[config.mk]
export PLATFORM = sky130hd
export DESIGN_NAME = address_generation_top
export DESIGN_NICKNAME = d
export VERILOG_FILES = /design/src/logic/agen_pkg.sv /design/src/logic/address_generation_top.sv /design/src/logic/agen_pipe_reg.sv /design/src/logic/mem_addr_gen.sv /design/src/logic/operand_select.sv /design/src/logic/reg_view.sv /design/src/logic/uop_assemble.sv
export SDC_FILE = /design/constraint.sdc
export NUM_CORES = 2
export LEC_CHECK = 0
export BUFFER_PORTS_ARGS = -buffer_cell sky130_fd_sc_hd__buf_4
export CAP_MARGIN = 10
export CORE_AREA = 2 2 532 534
export DETAILED_ROUTE_END_ITERATION = 12
export DIE_AREA = 0 0 534 536
export GPL_TIMING_DRIVEN = 1
export HOLD_SLACK_MARGIN = 0.12
export SYNTH_ARGS = -nofsm -noshare
export SYNTH_HDL_FRONTEND = slang
export SYNTH_HIERARCHICAL = 1
export SYNTH_SLANG_ARGS = --single-unit
[constraint.sdc]
create_clock -name clk -period 6.5 [get_ports clk]
set_input_delay 0 -clock clk [delete_from_list [all_inputs] [get_ports clk]]
set_output_delay 0 -clock clk [all_outputs]
set_load 0.02 [all_outputs]
[src/logic/agen_pkg.sv]
/*
 * address generation stage package
 * shared widths, operand encodings, register snapshot and payload types
 */
package agen_pkg;

    localparam int ADDR_W    = 32;
    localparam int SEG_W     = 16;
    localparam int OPER_W    = 64;
    localparam int IMM_W     = 48;
    localparam int SEG_SHIFT = 4;
    localparam int NUM_GPR   = 8;
    localparam int NUM_SEG   = 6;

    localparam logic [1:0] MOD_REG      = 2'b11;
    // mod 00 with this rm means displacement only
    localparam logic [2:0] RM_DISP_ONLY = 3'd5;
    localparam logic [2:0] ESI_IDX      = 3'd6;
    localparam logic [2:0] EDI_IDX      = 3'd7;
    // stack_op bit that marks a pop
    localparam int STACK_POP_BIT        = 1;

    typedef enum logic [2:0] {
        kind_none  = 3'd0,
        kind_reg   = 3'd1,
        kind_seg   = 3'd2,
        kind_mmx   = 3'd3,
        kind_modrm = 3'd4,
        kind_imm   = 3'd5,
        kind_mem   = 3'd6,
        kind_sys   = 3'd7
    } operand_kind_e;

    typedef enum logic [2:0] {
        size_8   = 3'd1,
        size_16  = 3'd2,
        size_32  = 3'd3,
        size_mmx = 3'd5
    } op_size_e;

    typedef enum logic [2:0] {
        seg_es = 3'd0,
        seg_cs = 3'd1,
        seg_ss = 3'd2,
        seg_ds = 3'd3,
        seg_fs = 3'd4,
        seg_gs = 3'd5
    } seg_idx_e;

    // gpr slots 0..7 are eax, ecx, edx, ebx, esp, ebp, esi, edi
    typedef struct packed {
        logic [NUM_GPR-1:0][ADDR_W-1:0] gpr;
        logic [NUM_SEG-1:0][SEG_W-1:0]  seg;
        logic [NUM_GPR-1:0][OPER_W-1:0] mmx;
    } arch_regs_t;

    typedef logic [NUM_GPR-1:0][OPER_W-1:0] reg_slots_t;

    typedef struct packed {
        op_size_e          size;
        operand_kind_e     op0_kind;
        operand_kind_e     op1_kind;
        logic [2:0]        op0_reg;
        logic [2:0]        op1_reg;
        logic [7:0]        modrm;
        logic [7:0]        sib;
        logic [IMM_W-1:0]  imm;
        logic [ADDR_W-1:0] disp;
        seg_idx_e          seg_override;
        logic              seg_override_valid;
        logic [1:0]        stack_op;
        logic [ADDR_W-1:0] stack_address;
    } agen_req_t;

    typedef struct packed {
        logic              set_d_flag;
        logic              clear_d_flag;
        logic [3:0]        alu_op;
        logic [2:0]        flag_0;
        logic [2:0]        flag_1;
        logic [ADDR_W-1:0] pc;
        logic              branch_taken;
        logic [15:0]       opcode;
    } uop_info_t;

    typedef struct packed {
        logic [OPER_W-1:0] value;
        logic              is_address;
    } operand_t;

    typedef struct packed {
        operand_t          op0;
        operand_t          op1;
        logic [2:0]        op0_reg;
        logic [2:0]        op1_reg;
        logic              op0_is_reg;
        logic              op0_is_segment;
        logic              op0_is_mmx;
        logic              to_sys_controller;
        op_size_e          size;
        logic [IMM_W-1:0]  imm;
        logic [1:0]        stack_op;
        logic [ADDR_W-1:0] stack_address;
        uop_info_t         info;
    } agen_uop_t;

    // segment read by index, codes past gs read as zero
    function automatic logic [SEG_W-1:0] seg_lookup(input arch_regs_t regs,
                                                    input logic [2:0] idx);
        logic [SEG_W-1:0] seg;
        seg = '0;
        if (idx < 3'(NUM_SEG)) begin
            seg = regs.seg[idx];
        end
        return seg;
    endfunction

endpackage

[src/logic/address_generation_top.sv]
/*
 * address generation stage
 * operand selection and address computation for one micro-op per handshake
 */
`timescale 1ns/10ps

module address_generation_top
    import agen_pkg::*;
(
    input  logic       clk,
    input  logic       rst,
    input  logic       flush,
    input  logic       r_valid,
    output logic       r_ready,
    input  agen_req_t  r_req,
    input  uop_info_t  r_info,
    input  arch_regs_t r_regs,
    output logic       a_valid,
    input  logic       a_ready,
    output agen_uop_t  a_uop
);

    reg_slots_t        slots;
    operand_t          modrm_ea;
    logic [ADDR_W-1:0] op0_mem_addr;
    logic [ADDR_W-1:0] op1_mem_addr;
    operand_t          op0;
    operand_t          op1;
    agen_uop_t         uop;

    reg_view u_reg_view (
        .size  (r_req.size),
        .regs  (r_regs),
        .slots (slots)
    );

    mem_addr_gen u_mem_addr_gen (
        .req          (r_req),
        .regs         (r_regs),
        .modrm_ea     (modrm_ea),
        .op0_mem_addr (op0_mem_addr),
        .op1_mem_addr (op1_mem_addr)
    );

    // op0 string form is es:edi
    operand_select op0_sel (
        .kind     (r_req.op0_kind),
        .reg_idx  (r_req.op0_reg),
        .modrm    (r_req.modrm),
        .imm      (r_req.imm),
        .slots    (slots),
        .regs     (r_regs),
        .modrm_ea (modrm_ea),
        .mem_addr (op0_mem_addr),
        .operand  (op0)
    );

    // op1 string form is ds:esi or the override
    operand_select op1_sel (
        .kind     (r_req.op1_kind),
        .reg_idx  (r_req.op1_reg),
        .modrm    (r_req.modrm),
        .imm      (r_req.imm),
        .slots    (slots),
        .regs     (r_regs),
        .modrm_ea (modrm_ea),
        .mem_addr (op1_mem_addr),
        .operand  (op1)
    );

    uop_assemble u_uop_assemble (
        .req  (r_req),
        .info (r_info),
        .op0  (op0),
        .op1  (op1),
        .uop  (uop)
    );

    agen_pipe_reg u_pipe (
        .clk       (clk),
        .rst       (rst),
        .flush     (flush),
        .in_valid  (r_valid),
        .in_ready  (r_ready),
        .in_uop    (uop),
        .out_valid (a_valid),
        .out_ready (a_ready),
        .out_uop   (a_uop)
    );

endmodule

[src/logic/agen_pipe_reg.sv]
/*
 * pipe register
 * one entry valid/ready stage holding the assembled micro-op, with flush
 */
`timescale 1ns/10ps

module agen_pipe_reg
    import agen_pkg::*;
(
    input  logic      clk,
    input  logic      rst,
    input  logic      flush,
    input  logic      in_valid,
    output logic      in_ready,
    input  agen_uop_t in_uop,
    output logic      out_valid,
    input  logic      out_ready,
    output agen_uop_t out_uop
);

    // take a new item when empty or when the held one leaves this cycle
    assign in_ready = !out_valid || out_ready;

    always_ff @(posedge clk) begin
        if (rst || flush) begin
            // held item is dropped
            out_valid <= 1'b0;
        end else if (in_ready) begin
            out_valid <= in_valid;
        end
    end

    always_ff @(posedge clk) begin
        if (in_valid && in_ready) begin
            out_uop <= in_uop;
        end
    end

endmodule

[src/logic/mem_addr_gen.sv]
/*
 * memory address generator
 * computes the reduced modrm effective address (base plus displacement)
 * and the two string addresses es:edi and ds:esi
 */
`timescale 1ns/10ps

module mem_addr_gen
    import agen_pkg::*;
(
    input  agen_req_t          req,
    input  arch_regs_t         regs,
    output operand_t           modrm_ea,
    output logic [ADDR_W-1:0]  op0_mem_addr,
    output logic [ADDR_W-1:0]  op1_mem_addr
);

    logic [1:0]        mod_f;
    logic [2:0]        rm_f;
    logic [SEG_W-1:0]  src_seg;
    logic [ADDR_W-1:0] src_base;
    logic [ADDR_W-1:0] es_base;
    logic [ADDR_W-1:0] ea_offset;

    assign mod_f = req.modrm[7:6];
    assign rm_f  = req.modrm[2:0];

    // ds unless an override segment is given
    always_comb begin
        if (req.seg_override_valid) begin
            src_seg = seg_lookup(regs, req.seg_override);
        end else begin
            src_seg = regs.seg[seg_ds];
        end
    end

    assign src_base = ADDR_W'(src_seg) << SEG_SHIFT;
    // string destination is always es, never overridden
    assign es_base  = ADDR_W'(regs.seg[seg_es]) << SEG_SHIFT;

    assign op0_mem_addr = es_base + regs.gpr[EDI_IDX];
    assign op1_mem_addr = src_base + regs.gpr[ESI_IDX];

    // no sib byte, so rm 4 is plain esp
    always_comb begin
        case (mod_f)
            2'b00: begin
                if (rm_f == RM_DISP_ONLY) begin
                    ea_offset = req.disp;
                end else begin
                    ea_offset = regs.gpr[rm_f];
                end
            end
            default: begin
                ea_offset = regs.gpr[rm_f] + req.disp;
            end
        endcase
    end

    always_comb begin
        modrm_ea.value      = OPER_W'(src_base + ea_offset);
        // register direct form is not an address
        modrm_ea.is_address = (mod_f != MOD_REG);
    end

endmodule

[src/logic/operand_select.sv]
/*
 * operand select
 * picks one operand value from the register views, segments, mmx,
 * modrm result, immediate or string address according to its kind
 */
`timescale 1ns/10ps

module operand_select
    import agen_pkg::*;
(
    input  operand_kind_e     kind,
    input  logic [2:0]        reg_idx,
    input  logic [7:0]        modrm,
    input  logic [IMM_W-1:0]  imm,
    input  reg_slots_t        slots,
    input  arch_regs_t        regs,
    input  operand_t          modrm_ea,
    input  logic [ADDR_W-1:0] mem_addr,
    output operand_t          operand
);

    logic modrm_is_reg;

    assign modrm_is_reg = (modrm[7:6] == MOD_REG);

    always_comb begin
        operand = '0;
        case (kind)
            kind_reg: operand.value = slots[reg_idx];
            kind_seg: operand.value = OPER_W'(seg_lookup(regs, reg_idx));
            kind_mmx: operand.value = regs.mmx[reg_idx];
            kind_modrm: begin
                if (modrm_is_reg) begin
                    operand.value = slots[modrm[2:0]];
                end else begin
                    // memory form carries is_address from the ea
                    operand = modrm_ea;
                end
            end
            kind_imm: operand.value = OPER_W'(imm);
            kind_mem: begin
                operand.value      = OPER_W'(mem_addr);
                operand.is_address = 1'b1;
            end
            // none and sys carry no value
            default: operand = '0;
        endcase
    end

endmodule

[src/logic/reg_view.sv]
/*
 * register view
 * builds the eight size dependent register slots, zero extended to 64 bits
 */
`timescale 1ns/10ps

module reg_view
    import agen_pkg::*;
(
    input  op_size_e   size,
    input  arch_regs_t regs,
    output reg_slots_t slots
);

    always_comb begin
        slots = '0;
        for (int i = 0; i < NUM_GPR; i++) begin
            case (size)
                size_8: begin
                    // slots 4..7 map to ah, ch, dh, bh
                    slots[i] = OPER_W'(regs.gpr[i % 4][8 * (i / 4) +: 8]);
                end
                size_16: begin
                    slots[i] = OPER_W'(regs.gpr[i][15:0]);
                end
                size_32: begin
                    slots[i] = OPER_W'(regs.gpr[i]);
                end
                size_mmx: begin
                    slots[i] = regs.mmx[i];
                end
                default: begin
                    // unknown size codes give no view
                    slots[i] = '0;
                end
            endcase
        end
    end

endmodule

[src/logic/uop_assemble.sv]
/*
 * micro-op assembly
 * applies the pop override to op1, derives the destination flags and
 * packs the operands, request fields and sideband into the payload
 */
`timescale 1ns/10ps

module uop_assemble
    import agen_pkg::*;
(
    input  agen_req_t req,
    input  uop_info_t info,
    input  operand_t  op0,
    input  operand_t  op1,
    output agen_uop_t uop
);

    logic is_pop;
    logic modrm_is_reg;

    assign is_pop       = req.stack_op[STACK_POP_BIT];
    assign modrm_is_reg = (req.modrm[7:6] == MOD_REG);

    always_comb begin
        uop.op0 = op0;

        // pop reads from the stack, whatever op1 asked for
        if (is_pop) begin
            uop.op1.value      = OPER_W'(req.stack_address);
            uop.op1.is_address = 1'b1;
        end else begin
            uop.op1 = op1;
        end

        uop.op0_reg = req.op0_reg;
        uop.op1_reg = req.op1_reg;

        // destination kind flags
        uop.op0_is_reg        = (req.op0_kind == kind_reg) ||
                                ((req.op0_kind == kind_modrm) && modrm_is_reg);
        uop.op0_is_segment    = (req.op0_kind == kind_seg);
        uop.op0_is_mmx        = (req.size == size_mmx);
        uop.to_sys_controller = (req.op0_kind == kind_sys);

        uop.size          = req.size;
        uop.imm           = req.imm;
        uop.stack_op      = req.stack_op;
        uop.stack_address = req.stack_address;
        uop.info          = info;
    end

endmodule

==> metrics.cfg <==
[place]
dp_hpwl_um = 315000
io_buffers = 1355
dpl.cell_count = 9872
place_ws_ns = -0.724
gp_congestion = 1.01

[timing]
period_minus_slack_ns = 6.24
fin_skew_ns = 0.0262
min_period_over_period_pct = 95.9
slew_headroom_pct = 11.1
setup_slack_ns = 0.263
maxSlewViolCount = 0
fmax_mhz = 160
worstMarginPinSlew_ns = 1.33
rsz0062_at_grt = yes
setup_viol = 0
hold_viol_final = 0

[drt]
wire_per_inst_um = 37.9
drt_wl_total_um = 401000
ant_nets = 0
drt_iter0_drc = 8772
vias = 60500
vias_per_cell = 5.73
drt_first_pass_iters = 9
drc = 0

[floorplan]
start_util_pct = 19.6
core_area_sq_mm = 0.281
die-area_sq_mm = 0.286
die_h_um = 536
io_pins = 1367
rows = 195
die_w_um = 534

[power]
p_seq_share_pct = 20.4
peakVddDrop_v = 0.000187
switching_share_pct = 42.8
switching_power_uw = 4820
p_int_uw = 6430
clockPowerShare_pct = 24.5
p_comb_share_pct = 55.1
leakage_uw = 0.0288
pwr_density_cell_mw_per_mm2 = 151

[synth]
synth_edf_count = 286
synth_common_cells = 688 x mux4_2, 613 x mux2i_1, 298 x nand2_1, 296 x buf_4, 286 x edfxtp_1
synth_top_area_share_pct = 28.1
synth_area_leaders = mux4_2 28%, edfxtp_1 16%, mux2i_1 11%
ys_ff_latch = 287
ys.flop_type = edfxtp_1
synth.yosys.seq_area_share_pct = 15.6
avgSynthCellArea_sq_um = 10.3
yosysMostFrequentCell = mux4_2
synth_top_area_cell = mux4_2
syn_area_sq_mm = 0.0552
yosysWarnings = 6
synthCells = 5345
synthArstFlopShare_pct = 0
synth.distinct_cells = 93

[run_status]
status = finished, final reports clean

[clocking]
postCtsSetupBuffers = 0
ctsHtreeMaxLevel = 2
numCtsBuffers = 46
cts_num_sinks = 287
clk_pin_slew_worst_paths_ns = 0.06
clockBufferDepth = 3
cts_tree = yes
clk_latency_ns = 0.66
cts_root_buf = clkbuf_16

[cells_and_area]
nets = 7850
fillCellCount = 29600
instances_no_fill = 10600
drive_gt1_share_pct = 37.9
syn_to_final_growth_pct = 35.3

[critical_path]
critPathCaptureType = register
cpMaxStageDelayCell = mux4_2
crit_type = input pin to register
crit_top_cell = a21o_1
timing.rr.end = u_pipe/out_uop[162]
r2r-start = u_pipe/out_valid
r2r_setup_slack_ns = 4.05
crit_fanout = 6
required_ns = 7.04
slowest_delay_ns = 0.70
worstRegToRegCells = 4
cp-start-kind = input pin
critPathArrivalTime_ns = 6.77

[global_route]
grt_max_degree = 248
antenna_found_initial = 227
grt.total_usage_pct = 26.6
overflow = 0
grt_pass1_vias = 57000
grt_first_pass_wirelength_um = 524000

[run]
drv_cap = 0

[worst_hold_path]
hp-class = input pin to register
whs_endpoint = u_pipe/out_uop[153]
hold_start = r_req[137]
min_path_cells = 2

[cell usage in the layout (no fill, tap or decap), drive strengths merged, types with 35 or more instances in the layout]
cell type    Yosys  layout
nand2          300     300
nand4           42      42
buf            549    1578
ha              79      79
o22ai          129     129
a22oi          208     208
o21ai          204     204
a21o            35      35
nor3            73      73
mux2           111     111
a21oi           81      81
mux4           688     688
a21boi         133     133
nand3b         263     263
inv             60      70
dlygate4sd3      0     511
nor2           166     166
clkbuf         279      54
diode            0     100
mux2i          613     613
a32o            64      64
o211ai          40      40
edfxtp         286     286
xnor2           58      58
a22o            96      96
and2           265     265
nor2b           54      54
[critical path: cells and delay by family]
kind,cells,cell delay [ns]
adders and majority gates,3,0.98
AOI/OAI and AO/OA,13,2.34
xor gates and xnor gates,2,0.45
buffers and inverters,6,1.37
muxes,2,1.04
and+or+nand+nor,3,0.50
[power by group through the flow]
stage	registers, uW	logic (uW)	clock network, uW
after floorplan	2470	3000	0
after global placement	2340	5670	0
after detailed placement	2330	5700	0
after CTS	2300	6060	2840
after global routing	2310	6430	2870
final	2300	6200	2750
[logic make-up (layout without fill, tap and decap cells)]
group	after synthesis	after routing	share of synthesized area [%]
DFF	287	287	15.6
other	1	131	0.00680
adders and majority gates	83	83	1.94
AOI/OAI and AO/OA	1272	1272	17.0
buffers and inverters	889	2238	8.91
muxes	1412	1412	41.6
and+or+nand+nor	1309	1309	13.5
xor gates and xnor gates	92	92	1.46
[metrics by stage]
stage / TNS (ns) / hold slack, ns / power, uW / util, % / cell area (sq um)
final: 0 / 0.102 / 11300 / 26.6 / 74700
after global routing: -0.000298 / 0.143 / 11600 / 26.5 / 74500
after CTS: 0 / 0.120 / 11200 / 26.5 / 74400
after detailed placement: -6.76 / 0.166 / 8040 / 24.1 / 67700
after global placement: -8.01 / 0.161 / 8010 / 24.1 / 67700
after floorplan: 0 / 0.0646 / 5470 / - / 55300
[repair_timing]
action                                  in CTS  in global routing
hold endpoints to repair                   307                  0
resized for setup                            1                  6
pin swaps                                    0                  1
endpoints found under the setup margin       1                  9
hold buffers                               511                  0
[per-layer routing]
metal,track usage [%],vias up,routed length (um)
li1,-,24200,-
met1,33.5,30500,154000
met2,40.8,4876,174000
met3,9.83,863,51300
met4,11.3,112,19800
met5,0,-,718
[registers in the layout, summed over array words and instances (netlist names)]
register / flops
u_pipe/out_valid: 1
u_pipe/out_uop: 286
[area by class of cell]
type                    instances  area, sq um  share of cell area, %
multi-input cells            4199        42000                   56.2
repair buffers               2093        17300                   23.2
flip-flops and latches        287         8610                   11.5
well taps                    3743         4680                   6.27
clock buffers                  50         1180                   1.58
clock inverters                34          379                  0.508
diodes                        100          250                  0.335
inverters                      61          229                  0.307
[worst max path at each step]
stage,from,end
after CTS,r_regs[833],u_pipe/out_uop[252]
after global routing,r_regs[801],u_pipe/out_uop[252]
final,r_req[126],u_pipe/out_uop[252]
after floorplan,r_req[127],u_pipe/out_uop[184]
after detailed placement,r_req[126],u_pipe/out_uop[185]
after global placement,r_req[126],u_pipe/out_uop[185]
(Power assumes the default switching activity.)
